## config.mk

```make
export PLATFORM = sky130hd
export DESIGN_NAME = uart_core
export DESIGN_NICKNAME = d
export VERILOG_FILES = /design/src/design/uart_pkg.sv /design/src/design/uart_tx.sv /design/src/design/uart_rx.sv /design/src/design/line_status.sv /design/src/design/uart_core.sv
export SDC_FILE = /design/constraint.sdc
export NUM_CORES = 1
export LEC_CHECK = 0
export BUFFER_PORTS_ARGS = -buffer_cell sky130_fd_sc_hd__buf_4
export CAP_MARGIN = 20
export CORE_MARGIN = 2
export CORE_UTILIZATION = 41
export DETAILED_ROUTE_END_ITERATION = 10
export PLACE_DENSITY_LB_ADDON = 0.25
export SYNTH_ARGS = -nofsm -noshare
export SYNTH_HDL_FRONTEND = slang
export SYNTH_SLANG_ARGS = --single-unit
```

## constraint.sdc

```tcl
create_clock -name clock -period 4 [get_ports clock]
set_clock_uncertainty 0.15 [all_clocks]
set_input_delay 0.2 -clock clock [delete_from_list [all_inputs] [get_ports clock]]
set_output_delay 0.2 -clock clock [all_outputs]
set_load 0.02 [all_outputs]
```

## src/design/uart_pkg.sv

```systemverilog
// uart frame format package
`default_nettype none

package uart_pkg;

  localparam int data_bits = 8;  // word length, fixed

  // parity_type codes
  // upper bit set means a parity bit goes out after the data
  // lower bit picks odd parity
  localparam logic [1:0] parity_none_0 = 2'b00;
  localparam logic [1:0] parity_none_1 = 2'b01;
  localparam logic [1:0] parity_even   = 2'b10;
  localparam logic [1:0] parity_odd    = 2'b11;

  // true when the frame carries a parity bit
  function automatic logic has_parity(input logic [1:0] ptype);
    logic en;
    case (ptype)
      parity_even, parity_odd:      en = 1'b1;
      parity_none_0, parity_none_1: en = 1'b0;
      default:                      en = 1'b0;
    endcase
    return en;
  endfunction

  // expected parity bit for a data word
  function automatic logic parity_of(input logic [data_bits-1:0] data,
                                     input logic [1:0] ptype);
    return (^data) ^ (ptype == parity_odd);  // invert xor for odd
  endfunction

endpackage

`default_nettype wire

```

## src/design/uart_tx.sv

```systemverilog
// uart transmitter
`default_nettype none
`timescale 1ns/1ps

module uart_tx import uart_pkg::*; #(
  parameter int clks_per_bit = 8  // clock cycles per serial bit
) (
  input  logic                 clock,
  input  logic                 reset,
  input  logic                 tx_en,        // transmitter enable
  input  logic [1:0]           parity_type,  // see uart_pkg codes
  input  logic                 nstop,        // 1 = two stop bits
  input  logic [data_bits-1:0] data_in,
  input  logic                 data_valid,   // level strobe from host
  output logic                 txd,          // serial out idling high
  output logic                 tx_rdy        // high only in idle
);

  localparam int cnt_w = $clog2(clks_per_bit);
  localparam int idx_w = $clog2(data_bits);

  // fsm encoding
  localparam logic [2:0] st_idle   = 3'd0;
  localparam logic [2:0] st_start  = 3'd1;
  localparam logic [2:0] st_data   = 3'd2;
  localparam logic [2:0] st_parity = 3'd3;
  localparam logic [2:0] st_stop1  = 3'd4;
  localparam logic [2:0] st_stop2  = 3'd5;

  logic [2:0]           state, next_state;
  logic [cnt_w-1:0]     bit_cnt;    // cycles into the current bit
  logic                 bit_end;    // last cycle of a bit period
  logic [idx_w-1:0]     data_cnt;   // data bit index
  logic [data_bits-1:0] shift_reg;  // parallel to serial
  logic                 tx_parity;  // parity bit for this frame
  logic                 accept;     // byte taken this edge

  assign accept  = (state == st_idle) & tx_en & data_valid;
  assign bit_end = (bit_cnt == cnt_w'(clks_per_bit - 1));

  // bit period timer restarts at acceptance
  always_ff @(posedge clock or posedge reset) begin
    if (reset) begin
      bit_cnt <= '0;
    end else if (accept || bit_end) begin
      bit_cnt <= '0;
    end else if (state != st_idle) begin
      bit_cnt <= bit_cnt + 1'b1;
    end
  end

  // counts data bits sent
  always_ff @(posedge clock or posedge reset) begin
    if (reset) begin
      data_cnt <= '0;
    end else if (accept) begin
      data_cnt <= '0;
    end else if (state == st_data && bit_end) begin
      data_cnt <= data_cnt + 1'b1;
    end
  end

  // payload shift register
  always_ff @(posedge clock) begin
    if (accept) begin
      shift_reg <= data_in;
    end else if (state == st_data && bit_end) begin
      shift_reg <= {1'b0, shift_reg[data_bits-1:1]};  // lsb first
    end
  end

  // byte is stable during the start bit
  always_ff @(posedge clock) begin
    if (state == st_start) begin
      tx_parity <= parity_of(shift_reg, parity_type);
    end
  end

  always_ff @(posedge clock or posedge reset) begin
    if (reset) begin
      state <= st_idle;
    end else begin
      state <= next_state;
    end
  end

  // every move waits for bit_end except leaving idle
  always_comb begin
    next_state = state;
    case (state)
      st_idle: begin
        if (accept) next_state = st_start;
      end
      st_start: begin
        if (bit_end) next_state = st_data;
      end
      st_data: begin
        if (bit_end && data_cnt == idx_w'(data_bits - 1)) begin
          if (has_parity(parity_type)) next_state = st_parity;
          else next_state = st_stop1;
        end
      end
      st_parity: begin
        if (bit_end) next_state = st_stop1;
      end
      st_stop1: begin
        if (bit_end) next_state = nstop ? st_stop2 : st_idle;
      end
      st_stop2: begin
        if (bit_end) next_state = st_idle;
      end
      default: next_state = st_idle;
    endcase
  end

  // line level per state
  always_comb begin
    case (state)
      st_start:  txd = 1'b0;
      st_data:   txd = shift_reg[0];
      st_parity: txd = tx_parity;
      default:   txd = 1'b1;  // idle and stop bits
    endcase
  end

  assign tx_rdy = (state == st_idle);

  // line must idle high whenever the host may start a frame
  a_idle_high: assert property (@(posedge clock) disable iff (reset)
    tx_rdy |-> txd)
    else $error("uart_tx: txd low while tx_rdy high");

  a_state_legal: assert property (@(posedge clock) disable iff (reset)
    state <= st_stop2)
    else $error("uart_tx: illegal state code %0d", state);

endmodule

`default_nettype wire

```

## src/design/uart_rx.sv

```systemverilog
// uart receiver
`default_nettype none
`timescale 1ns/1ps

module uart_rx import uart_pkg::*; #(
  parameter int clks_per_bit = 8  // clock cycles per serial bit
) (
  input  logic                 clock,
  input  logic                 reset,
  input  logic                 rxd,            // async serial in
  input  logic [1:0]           parity_type,    // same codes as tx
  input  logic                 nstop,          // port symmetry with tx only
  output logic                 rx_done,        // one cycle, at stop bit centre
  output logic [data_bits-1:0] rx_byte,
  output logic                 rx_parity_bad,
  output logic                 rx_frame_bad    // first stop bit read low
);

  localparam int cnt_w = $clog2(clks_per_bit);
  localparam int idx_w = $clog2(data_bits);
  localparam int half  = clks_per_bit / 2;

  // fsm encoding
  localparam logic [2:0] st_idle   = 3'd0;
  localparam logic [2:0] st_start  = 3'd1;  // start bit check
  localparam logic [2:0] st_data   = 3'd2;
  localparam logic [2:0] st_parity = 3'd3;
  localparam logic [2:0] st_stop   = 3'd4;

  logic                 rxd_meta, rxd_sync, rxd_prev;
  logic                 fall;        // start edge seen
  logic [2:0]           state, next_state;
  logic [cnt_w-1:0]     cnt;         // sample timer
  logic                 tick;        // sample point this cycle
  logic [idx_w-1:0]     data_cnt;
  logic [data_bits-1:0] shift_reg;
  logic                 rx_par_bit;  // received parity bit

  // two flop synchronizer plus one for edge detect
  always_ff @(posedge clock or posedge reset) begin
    if (reset) begin
      rxd_meta <= 1'b1;
      rxd_sync <= 1'b1;
      rxd_prev <= 1'b1;
    end else begin
      rxd_meta <= rxd;
      rxd_sync <= rxd_meta;
      rxd_prev <= rxd_sync;
    end
  end

  assign fall = rxd_prev & ~rxd_sync;

  // half period for the start bit, full period after that
  assign tick = (state == st_start) ? (cnt == cnt_w'(half - 1))
                                    : (cnt == cnt_w'(clks_per_bit - 1));

  always_ff @(posedge clock or posedge reset) begin
    if (reset) begin
      cnt <= '0;
    end else if (state == st_idle || tick) begin
      cnt <= '0;
    end else begin
      cnt <= cnt + 1'b1;
    end
  end

  always_ff @(posedge clock or posedge reset) begin
    if (reset) begin
      data_cnt <= '0;
    end else if (state == st_start) begin
      data_cnt <= '0;
    end else if (state == st_data && tick) begin
      data_cnt <= data_cnt + 1'b1;
    end
  end

  // sampled payload
  always_ff @(posedge clock) begin
    if (state == st_data && tick) begin
      shift_reg <= {rxd_sync, shift_reg[data_bits-1:1]};  // lsb arrives first
    end
    if (state == st_parity && tick) begin
      rx_par_bit <= rxd_sync;
    end
  end

  always_ff @(posedge clock or posedge reset) begin
    if (reset) begin
      state <= st_idle;
    end else begin
      state <= next_state;
    end
  end

  always_comb begin
    next_state = state;
    case (state)
      st_idle: begin
        if (fall) next_state = st_start;
      end
      st_start: begin
        if (tick) next_state = rxd_sync ? st_idle : st_data;  // glitch aborts
      end
      st_data: begin
        if (tick && data_cnt == idx_w'(data_bits - 1)) begin
          if (has_parity(parity_type)) next_state = st_parity;
          else next_state = st_stop;
        end
      end
      st_parity: begin
        if (tick) next_state = st_stop;
      end
      st_stop: begin
        if (tick) next_state = st_idle;  // a second stop bit reads as idle
      end
      default: next_state = st_idle;
    endcase
  end

  // results valid only while rx_done is high
  assign rx_done       = (state == st_stop) & tick;
  assign rx_byte       = shift_reg;
  assign rx_frame_bad  = ~rxd_sync;
  assign rx_parity_bad = has_parity(parity_type) &
                         (rx_par_bit != parity_of(shift_reg, parity_type));

  // a frame takes many cycles so completion can never repeat back to back
  a_done_single: assert property (@(posedge clock) disable iff (reset)
    rx_done |=> !rx_done)
    else $error("uart_rx: rx_done high two cycles in a row");

endmodule

`default_nettype wire

```

## src/design/line_status.sv

```systemverilog
// receive line status
`default_nettype none
`timescale 1ns/1ps

module line_status import uart_pkg::*; (
  input  logic                 clock,
  input  logic                 reset,
  input  logic                 rx_done,        // frame complete pulse
  input  logic [data_bits-1:0] rx_byte,
  input  logic                 rx_parity_bad,
  input  logic                 rx_frame_bad,
  input  logic                 rx_data_read,   // host read pulse
  input  logic                 status_clear,   // clears sticky flags
  output logic [data_bits-1:0] rx_data,
  output logic                 rx_valid,
  output logic                 parity_error,
  output logic                 framing_error,
  output logic                 overrun
);

  // holding register, newest byte always wins
  always_ff @(posedge clock) begin
    if (rx_done) rx_data <= rx_byte;
  end

  always_ff @(posedge clock or posedge reset) begin
    if (reset) begin
      rx_valid      <= 1'b0;
      parity_error  <= 1'b0;
      framing_error <= 1'b0;
      overrun       <= 1'b0;
    end else begin
      // new data beats a read in the same cycle
      if (rx_done) rx_valid <= 1'b1;
      else if (rx_data_read) rx_valid <= 1'b0;

      // sticky flags, set beats clear
      if (rx_done && rx_parity_bad) parity_error <= 1'b1;
      else if (status_clear) parity_error <= 1'b0;

      if (rx_done && rx_frame_bad) framing_error <= 1'b1;
      else if (status_clear) framing_error <= 1'b0;

      // unread byte overwritten
      if (rx_done && rx_valid && !rx_data_read) overrun <= 1'b1;
      else if (status_clear) overrun <= 1'b0;
    end
  end

  // overrun needs a byte still pending when it sets
  a_overrun_pending: assert property (@(posedge clock) disable iff (reset)
    $rose(overrun) |-> $past(rx_valid))
    else $error("line_status: overrun set with no pending byte");

endmodule

`default_nettype wire

```

## src/design/uart_core.sv

```systemverilog
// uart top level
`default_nettype none
`timescale 1ns/1ps

module uart_core import uart_pkg::*; #(
  parameter int clks_per_bit = 8  // clock cycles per serial bit, at least 4
) (
  input  logic                 clock,
  input  logic                 reset,
  input  logic                 tx_en,
  input  logic [1:0]           parity_type,   // shared by tx and rx
  input  logic                 nstop,
  input  logic [data_bits-1:0] data_in,
  input  logic                 data_valid,
  input  logic                 rxd,
  input  logic                 rx_data_read,
  input  logic                 status_clear,
  output logic                 txd,
  output logic                 tx_rdy,
  output logic [data_bits-1:0] rx_data,
  output logic                 rx_valid,
  output logic                 parity_error,
  output logic                 framing_error,
  output logic                 overrun
);

  // receiver to status
  logic                 rx_done;
  logic [data_bits-1:0] rx_byte;
  logic                 rx_parity_bad;
  logic                 rx_frame_bad;

  uart_tx #(
    .clks_per_bit(clks_per_bit)
  ) uart_tx_inst (
    .clock       (clock),
    .reset       (reset),
    .tx_en       (tx_en),
    .parity_type (parity_type),
    .nstop       (nstop),
    .data_in     (data_in),
    .data_valid  (data_valid),
    .txd         (txd),
    .tx_rdy      (tx_rdy)
  );

  uart_rx #(
    .clks_per_bit(clks_per_bit)
  ) uart_rx_inst (
    .clock         (clock),
    .reset         (reset),
    .rxd           (rxd),
    .parity_type   (parity_type),
    .nstop         (nstop),
    .rx_done       (rx_done),
    .rx_byte       (rx_byte),
    .rx_parity_bad (rx_parity_bad),
    .rx_frame_bad  (rx_frame_bad)
  );

  line_status line_status_inst (
    .clock         (clock),
    .reset         (reset),
    .rx_done       (rx_done),
    .rx_byte       (rx_byte),
    .rx_parity_bad (rx_parity_bad),
    .rx_frame_bad  (rx_frame_bad),
    .rx_data_read  (rx_data_read),
    .status_clear  (status_clear),
    .rx_data       (rx_data),
    .rx_valid      (rx_valid),
    .parity_error  (parity_error),
    .framing_error (framing_error),
    .overrun       (overrun)
  );

endmodule

`default_nettype wire

```

==> flow_summary.yaml, run 1 <==
sta:
  hold_viol: 0
  setup_viol: 0
  fin_tns_setup_ps: 0
  fin_crit_sh: 0.553
  rsz0062_at_grt: "no"
  max-slew-margin-rel: 0.562
  slew_viol_final: 0
  setup_ws_ps: 1790
  worst_pin_slew_ps: 654
  post-route-min-period_ps: 2210
  fmax_ghz: 0.452
setup_path:
  r2r_cells: 3
  critPathLaunch: "uart_tx_inst.state[0]"
  reg2reg_to: "uart_tx_inst.shift_reg[0]"
  cp-end-kind: "register"
  worst-path-max-fanout: 15
  critical_path_required_ps: 3920
  r2r-start: "uart_tx_inst.state[0]"
  arrival_ps: 2130
  cp-start-kind: "register"
  crit_end: "uart_tx_inst.shift_reg[0]"
  ff2ff_setup_slack_ps: 1790
  critPathKind: "register to register"
floorplan:
  top_level_ports: 32
  num_rows: 27
  floorplan.initialDensity: 0.429
  die_w_um: 80.4
  die_h_um: 80.4
  core_um2: 5570
  dieArea_um2: 6460
cells_and_area:
  final_util: 0.509
  finalNonFillerCells: 293
  syn2layout_area_growth_pct: 18.6
  filler_cell_count: 485
  drive_gt1_frac: 0.258
  antennaDiodeCount: 0
  final_nets: 245
routing:
  wl_met2_um: 1790
  wl_per_cell_um: 13.1
  drc: 0
  routed_via_density: 4.97
  vias: 1457
  wirelength_um: 3830
  wl_met1_um: 1890
  routed.top_layer: "met4"
  firstDrtPassIters: 4
  wl_met3_um: 140
  drtAntennaViolNets: 0
  drt-initial-drc-count: 62
synth:
  async_flop_share: 0.490
  yosys.area.top_type: "edfxtp_1"
  ys.warnings.count: 0
  ys_seq_elements: 51
  synth_top_area_share: 0.326
  syn_inst: 185
  synth-edff-count: 26
  synth_area_um2: 2390
  syn_nets: 210
  seq_area_frac_synth: 0.589
  postSynthAreaPerCell_um2: 12.9
  ys_top_cells_by_area: "edfxtp_1 (33%), dfrtp_1 (23%), xnor2_1 (5.9%), ha_1 (3.7%), dfstp_2 (3.3%)"
  ys_types: 46
  yosys_most_used_dff: "edfxtp_1"
cts:
  cts_setup_buffers: 0
  clock_path_buffers: 2
  numCtsBuffers: 5
  clk_latency_ps: 310
  clock-sinks: 51
  h-tree-depth: 2
  path_clk_slew_ps: 100
  cts_root_buf: "clkbuf_8"
  cts_tree: "done"
power_and_ir_drop:
  ir_drop_v: 0.000234
  seq_power_share: 0.468
  pwr_density_cell_nw_per_um2: 558
  power.leakage_nw: 1.19
  power_switching_uw: 512
  p_int_mw: 1.07
  clkPwrFrac: 0.227
  p_total_mw: 1.58
  combPwrFrac: 0.304
  switching_share: 0.323
placed_design:
  numPortBuffers: 31
  pre_cts_ws_ps: 1780
  dp_hpwl_um: 2830
  placedCellCount: 281
  place_congestion: 0.775
run:
  maxCapViolCount: 0
global_route:
  grt_pass1_vias: 1302
  grt_pass1_wl_um: 6270
  antenna_found_initial: 0
  grt_overflow: 0
  grt_max_degree: 26
  track_usage: 0.128
run_status:
  status: "complete, no violations"
worst_hold_path:
  hold_class: "input port to register"
## through the flow
stage | instance area [um^2] | hold WS (ps)
after global placement | 2670 | 159
after floorplan | 2390 | 54.5
after detailed placement | 2670 | 159
after CTS | 2810 | 10.1
final | 2840 | 16.4
after global routing | 2840 | 11.1
## cells in the mapped netlist (2+ instances only)
| library cell | count |
|---|---|
| and2_1 | 2 |
| clkbuf_1 | 2 |
| nor2_1 | 14 |
| inv_1 | 13 |
| and3_1 | 2 |
| nand2_1 | 6 |
| nor3_1 | 6 |
| ha_1 | 7 |
| mux2_4 | 2 |
| a21oi_1 | 4 |
| o32ai_1 | 2 |
| dfstp_2 | 3 |
| buf_4 | 2 |
| o22ai_1 | 8 |
| xor2_1 | 2 |
| nand2b_1 | 4 |
| a2bb2oi_1 | 2 |
| edfxtp_1 | 26 |
| nand3_1 | 2 |
| buf_6 | 2 |
| mux2i_1 | 4 |
| xnor2_1 | 16 |
| dfrtp_1 | 22 |
| nor2b_1 | 4 |
| mux2_2 | 7 |
## layer usage
| layer | vias up | global-route usage |
|---|---|---|
| li1 | 735 | - |
| met1 | 698 | 0.180 |
| met2 | 22 | 0.194 |
| met3 | 2 | 0.0348 |
| met4 | 0 | 0.0407 |
| met5 | - | 0 |
## power by group through the flow
stage	clock network, mW	logic, mW	registers [mW]
after floorplan	0	0.442	0.699
after global placement	0	0.482	0.753
after detailed placement	0	0.480	0.754
after CTS	0.370	0.486	0.742
after global routing	0.391	0.547	0.757
final	0.360	0.482	0.742
## cell usage in the layout (no fill, tap or decap), types with 2 or more instances in the layout
| cell type | netlist | routed |
|---|---|---|
| o32ai_1 | 2 | 2 |
| nor2_1 | 14 | 14 |
| dfstp_2 | 3 | 3 |
| nand3_1 | 2 | 2 |
| buf_4 | 2 | 31 |
| a2bb2oi_1 | 2 | 2 |
| mux2_4 | 2 | 2 |
| edfxtp_1 | 26 | 26 |
| nor3_1 | 6 | 6 |
| nand2_1 | 6 | 6 |
| and2_1 | 2 | 2 |
| nor2b_1 | 4 | 4 |
| dlygate4sd3_1 | 0 | 3 |
| ha_1 | 7 | 7 |
| a21oi_1 | 4 | 4 |
| and3_1 | 2 | 2 |
| xor2_1 | 2 | 2 |
| o22ai_1 | 8 | 8 |
| clkbuf_8 | 0 | 5 |
| mux2i_1 | 4 | 4 |
| dfrtp_1 | 22 | 22 |
| xnor2_1 | 16 | 16 |
| nand2b_1 | 4 | 4 |
| mux2_2 | 7 | 7 |
| inv_1 | 13 | 13 |
## worst min path at each step
stage	cells past startpoint	slack [ps]	end	start
4_1_cts	2	10	uart_tx_inst.shift_reg[7]	data_in[7]
2_1_floorplan	0	50	uart_rx_inst.rxd_meta	rxd
6_report	2	20	uart_tx_inst.shift_reg[7]	data_in[7]
3_3_place_gp	1	160	uart_rx_inst.rxd_meta	rxd
3_5_place_dp	1	160	uart_rx_inst.rxd_meta	rxd
5_1_grt	2	10	uart_tx_inst.shift_reg[7]	data_in[7]
## worst max-delay path: stages, from the launching register on
cell and delay (ps):
dfrtp_1 500, nor3_4 360, and2b_1 550, mux2_2 400
## kinds of logic after synthesis
logic type | synth area share
muxes | 0.0622
DFF | 0.589
buffers and inverters | 0.0413
adders and majority gates | 0.0366
and+or+nand+nor | 0.106
xor gates and xnor gates | 0.0753
AOI/OAI and AO/OA | 0.0894
## final cells by class
class	count	area (um^2)	area share
Multi-Input combinational cell	114	883	0.311
Clock inverter	3	46.3	0.0163
Sequential cell	51	1410	0.497
Timing Repair Buffer	35	290	0.102
Clock buffer	5	68.8	0.0243
Tap cell	72	90.1	0.0317
Inverter	13	48.8	0.0172
## what timing repair did
item                      CTS  global route
hold endpoints to repair    8             0
hold buffers                3             0
resized for setup           0             0
Note: power is estimated with default switching activity, not from simulation.
==> inputs of run 2 (changes only) <==
--- a/config.mk
+++ b/config.mk
@@ -5,6 +5,7 @@
 export SDC_FILE = /design/constraint.sdc
 export NUM_CORES = 1
 export LEC_CHECK = 0
+export ABC_AREA = 1
 export BUFFER_PORTS_ARGS = -buffer_cell sky130_fd_sc_hd__buf_4
 export CAP_MARGIN = 20
 export CORE_MARGIN = 2
==> constraint.sdc (replaced) <==
create_clock -name clock -period 2.15 [get_ports clock]
set_clock_uncertainty 0.15 [all_clocks]
set_input_delay 0.1075 -clock clock [delete_from_list [all_inputs] [get_ports clock]]
set_output_delay 0.1075 -clock clock [all_outputs]
set_load 0.02 [all_outputs]
==> run 2 against run 1 <==
Critical path depth rose by 3. Final cell count rose by 28%. Wire length rose by 19%. Sequential power rose by 81%. Synthesized cell count rose by 35%. Global-route usage rose by 2.3 points. Largest cell class unchanged.
==> flow_summary.yaml, run 2 <==
floorplan:
  floorplan.initialDensity: 0.420
  top_level_ports: 32
  dieArea_um2: 6630
  num_rows: 28
  core_um2: 5850
  die_h_um: 81.4
  die_w_um: 81.4
cts:
  cts_tree: "done"
  hold_buffers: 12
  path_clk_slew_ps: 90
  cts-resized-gates: 0
  clk_latency_ps: 300
  h-tree-depth: 2
  cts_root_buf: "clkbuf_8"
  clock-sinks: 51
  cts_setup_buffers: 0
  clock_path_buffers: 2
  numCtsBuffers: 5
worst_hold_path:
  min_to: "uart_rx_inst.state[0]"
  whs_path_depth: 5
  hold_class: "input port to register"
  hold_start: "parity_type[1]"
cells_and_area:
  final_area_um2: 3010
  seq_area_um2: 1410
  filler_cell_count: 544
  syn2layout_area_growth_pct: 22.5
  final_nets: 325
  multi_input_area_um2: 895
  final_cell_mix: "nand2_1 (73), inv_1 (33), buf_4 (33)"
  antennaDiodeCount: 0
  drive_gt1_frac: 0.200
  layout.cells.most_common: "nand2_1"
synth:
  async_flop_share: 0.490
  synth_top_area_share: 0.318
  syn_inst: 249
  ys_top_cells_by_area: "edfxtp_1 (32%), dfrtp_1 (22%), nand2_1 (11%), inv_1 (5.0%), nand3_1 (4.1%)"
  ys_types: 30
  synth_area_um2: 2460
  seq_area_frac_synth: 0.574
  postSynthAreaPerCell_um2: 9.86
  yosys.area.top_type: "edfxtp_1"
  syn_nets: 274
  ys_seq_elements: 51
  synth_common_cells: "nand2_1 (73), inv_1 (33), edfxtp_1 (26), dfrtp_1 (22), nand3_1 (20)"
  synth_most_common_cell: "nand2_1"
  ys.warnings.count: 0
  yosys_most_used_dff: "edfxtp_1"
  synth-edff-count: 26
power_and_ir_drop:
  combPwrFrac: 0.345
  switching_share: 0.349
  pwr_density_cell_nw_per_um2: 1000
  clkPwrFrac: 0.210
  p_int_mw: 1.97
  power.leakage_nw: 1.48
  power_switching_mw: 1.05
  ir_drop_v: 0.000478
  seq_power_share: 0.445
global_route:
  grt_max_degree: 26
  antenna_found_initial: 0
  track_usage: 0.152
  grt_pass1_vias: 1681
  grt_pass1_wl_um: 7670
  grt_overflow: 0
placed_design:
  place_congestion: 0.859
  placed_cell_area_um2: 2790
  numPortBuffers: 31
  dp_hpwl_um: 3300
routing:
  drc: 0
  wirelength_um: 4560
  wl_per_cell_um: 12.2
  drtAntennaViolNets: 0
  drt-initial-drc-count: 100
  vias: 1781
  routed_via_density: 4.75
  firstDrtPassIters: 4
setup_path:
  reg2reg_to: "uart_tx_inst.shift_reg[1]"
  r2r-start: "uart_tx_inst.state[1]"
  arrival_ps: 1650
  cp-start-kind: "register"
  worst-path-max-fanout: 9
  critPathKind: "register to register"
  r2r_cells: 6
  ff2ff_setup_slack_ps: 320
  critical_path_required_ps: 1970
  cp-end-kind: "register"
sta:
  setup_viol: 0
  rsz0062_at_grt: "no"
  fin_tns_setup_ps: 0
  fin_crit_sh: 0.851
  post-route-min-period_ps: 1830
  max-slew-margin-rel: 0.751
  hold_viol: 0
  fmax_ghz: 0.547
  worst_pin_slew_ps: 372
  slew_viol_final: 0
run:
  maxCapViolCount: 0
run_status:
  status: "complete, no violations"
[run 2: cell types whose count changed in the layout (fill, tap and decap cells not counted), sizes merged, moves of 4 or more]
cell | before | now
xnor2 | 16 | 5
nand2b | 4 | 0
nor2b | 4 | 0
mux2i | 4 | 0
nor3 | 7 | 2
nand2 | 6 | 75
o22ai | 8 | 0
nand3 | 2 | 21
o21ai | 1 | 13
dlygate4sd3 | 3 | 12
inv | 14 | 36
[run 2: stage by stage]
stage | worst slack (ps) | cells | power (mW) | util | hold slack [ps]
after global routing | 200 | 375 | 3.25 | 0.514 | 78.4
after global placement | 400 | 356 | 2.36 | 0.476 | 39.2
after detailed placement | 334 | 356 | 2.38 | 0.476 | 39.7
final | 321 | 375 | 3.02 | 0.514 | 63.5
after floorplan | 482 | 249 | 2.12 | - | -38.0
after CTS | 314 | 375 | 3.04 | 0.514 | 49.6
[run 2: area by class of cell]
cell class / count / area share
clock inverter: 1 / 0.00998
clock buffer: 6 / 0.0241
tap: 75 / 0.0312
multi-input combinational: 161 / 0.297
inverter: 36 / 0.0466
timing repair buffer: 45 / 0.122
sequential: 51 / 0.469
[run 2: worst max-delay path, stage by stage (launching register included)]
cell and delay [ps]:
dfrtp_1 450, inv_1 110, nor2_1 170, nand2_1 110
inv_1 90, nand2_1 110, nand2_1 320
[run 2: how the worst max path moves through the flow]
stage                               start                   endpoint  slack (ps)  cells past startpoint
floorplan           uart_tx_inst.state[0]  uart_tx_inst.shift_reg[0]         480                      6
global placement    uart_tx_inst.state[0]  uart_tx_inst.shift_reg[5]         400                      5
detailed placement  uart_tx_inst.state[1]  uart_tx_inst.shift_reg[4]         330                      6
CTS                 uart_tx_inst.state[1]  uart_tx_inst.shift_reg[4]         310                      6
global route        uart_tx_inst.state[1]  uart_tx_inst.shift_reg[0]         200                      6
finish              uart_tx_inst.state[1]  uart_tx_inst.shift_reg[1]         320                      6
[run 2: logic make-up (layout without fill, tap and decap cells)]
kind of cell	after synthesis	in the layout	synth area share
xor gates and xnor gates	9	9	0.0321
adders and majority gates	7	7	0.0357
AOI/OAI and AO/OA	20	20	0.0464
and+or+nand+nor	118	118	0.212
buffers and inverters	37	88	0.0616
DFF	51	51	0.574
muxes	7	7	0.0382
[run 2: power by group through the flow]
stage / logic (mW) / clock network, mW / registers [mW]
2_1_floorplan: 0.797 / 0 / 1.32
3_3_place_gp: 1.01 / 0 / 1.35
3_5_place_dp: 1.02 / 0 / 1.36
4_1_cts: 1.05 / 0.648 / 1.34
5_1_grt: 1.19 / 0.687 / 1.36
6_report: 1.04 / 0.635 / 1.34
[run 2: per-layer routing]
| metal | global-route usage | vias up | wire (um) |
|---|---|---|---|
| met5 | 0 | - | 0 |
| li1 | - | 913 | - |
| met2 | 0.242 | 43 | 2190 |
| met4 | 0.0424 | 0 | 41 |
| met3 | 0.0411 | 6 | 219 |
| met1 | 0.203 | 819 | 2100 |
==> inputs of run 3 (changes only) <==
--- a/config.mk
+++ b/config.mk
@@ -5,7 +5,6 @@
 export SDC_FILE = /design/constraint.sdc
 export NUM_CORES = 1
 export LEC_CHECK = 0
-export ABC_AREA = 1
 export BUFFER_PORTS_ARGS = -buffer_cell sky130_fd_sc_hd__buf_4
 export CAP_MARGIN = 20
 export CORE_MARGIN = 2
==> run 3 against run 2 <==
Count of clock-buffer cells in the layout shrank 1. Critical path depth shrank 1. Cell area shrank 1.5%. Sequential share of layout area grew 0.69 points. Global-route usage shrank 2.1 points.
==> flow_summary.yaml, run 3 (same netlist as run 1, synthesis figures left out) <==
run_status:
  status: "complete, no violations"
global_route:
  grt_pass1_vias: 1428
  track_usage: 0.131
  grt_max_degree: 26
  grt_overflow: 0
  antenna_found_initial: 0
  grt_pass1_wl_um: 6530
cells_and_area:
  multi_input_area_um2: 883
  syn2layout_area_growth_pct: 24.0
  finalNonFillerCells: 309
  layout.cells.most_common: "buf_4"
  final_util: 0.532
  seq_area_um2: 1410
  drive_gt1_frac: 0.262
  final_nets: 261
  final_cell_mix: "buf_4 (37), edfxtp_1 (26), dfrtp_1 (22)"
  antennaDiodeCount: 0
  filler_cell_count: 482
cts:
  cts_setup_buffers: 0
  clk_latency_ps: 300
  numCtsBuffers: 5
  cts_tree: "done"
  cts_root_buf: "clkbuf_8"
  clock-sinks: 51
  clock_path_buffers: 2
  path_clk_slew_ps: 90
  h-tree-depth: 2
sta:
  fin_crit_sh: 0.940
  rsz0062_at_grt: "no"
  setup_ws_ps: 128
  whs_ps: 89.9
  setup_viol: 0
  max-slew-margin-rel: 0.713
  fin_tns_setup_ps: 0
  fmax_ghz: 0.495
  post-route-min-period_ps: 2020
  worst_pin_slew_ps: 431
  slew_viol_final: 0
  hold_viol: 0
run:
  maxCapViolCount: 0
setup_path:
  critPathKind: "register to register"
  arrival_ps: 2060
  worst-path-max-fanout: 6
  cp-end-kind: "register"
  critical_path_required_ps: 2190
  r2r_cells: 5
  cp-start-kind: "register"
placed_design:
  pre_cts_ws_ps: 179
  place_congestion: 0.750
  placedCellCount: 287
  numPortBuffers: 31
  dp_hpwl_um: 2720
worst_hold_path:
  hold_class: "input port to register"
  whs_path_depth: 4
routing:
  wirelength_um: 4000
  drt-initial-drc-count: 52
  wl_per_cell_um: 12.9
  drtAntennaViolNets: 0
  vias: 1506
  drc: 0
  routed_via_density: 4.87
  firstDrtPassIters: 4
floorplan:
  die_w_um: 80.4
  dieArea_um2: 6460
  core_um2: 5570
  die_h_um: 80.4
  floorplan.initialDensity: 0.429
  num_rows: 27
  top_level_ports: 32
power_and_ir_drop:
  ir_drop_v: 0.000424
  power.leakage_nw: 1.26
  pwr_density_cell_nw_per_um2: 1020
[run 3: changes by cell type in the layout (fill, tap and decap cells not counted), moves of 8 or more]
cell and change:
xnor2_1 +11, o22ai_1 +8, nand3_1 -18, o21ai_0 -11
inv_1 -20, nand2_1 -67
[run 3: final cells by class]
cell class / instances / share of cell area
clock buffers: 5 / 0.0232
clock inverters: 3 / 0.0156
inverters: 13 / 0.0165
multi-input cells: 114 / 0.298
flip-flops and latches: 51 / 0.476
well taps: 72 / 0.0304
repair buffers: 51 / 0.141
[run 3: where the power goes]
| group | switching, mW | leakage (nW) | internal, mW |
|---|---|---|---|
| Sequential | 0.162 | 0.563 | 1.20 |
| Clock | 0.324 | 0.0548 | 0.351 |
| Combinational | 0.493 | 0.639 | 0.502 |
[run 3: routing by layer]
metal	GRT usage	up-vias	wire (um)	part of all wire
met5	0	-	0	0
met1	0.177	713	1950	0.49
li1	-	764	-	-
met3	0.0315	6	130	0.033
met2	0.205	23	1860	0.47
met4	0.0458	0	55	0.014
[run 3: worst max-delay path: stages, from the launching register on]
cell,delay [ps]
dfrtp_1,390
ha_1,260
and2_1,230
and3_1,220
nor3_1,280
mux2_2,380
[run 3: timing repair]
action / 4_1_cts / 5_1_grt
hold buffers: 14 / 0
gates resized for setup: 0 / 0
endpoints found under the hold margin: 39 / 0
[run 3: path summary, 6_finish.rpt]
path | start | end | slack, ps
setup / recovery | uart_rx_inst.cnt[0] | uart_rx_inst.state[0] | 130
hold / removal | data_valid | uart_tx_inst.state[0] | 90
setup reg to reg | uart_rx_inst.cnt[0] | uart_rx_inst.state[0] | 130
hold reg to reg | uart_rx_inst.rxd_meta | uart_rx_inst.rxd_sync | 210
max in group asynchronous | reset | uart_rx_inst.rxd_sync | 1300
min in group asynchronous | reset | line_status_inst.parity_error | 250
[run 3: stage by stage]
| step | power [mW] | instance area (um^2) |
|---|---|---|
| 4_1_cts | 3.06 | 2970 |
| 3_3_place_gp | 2.35 | 2710 |
| 6_report | 3.03 | 2970 |
| 3_5_place_dp | 2.36 | 2710 |
| 5_1_grt | 3.23 | 2970 |
| 2_1_floorplan | 2.12 | 2390 |
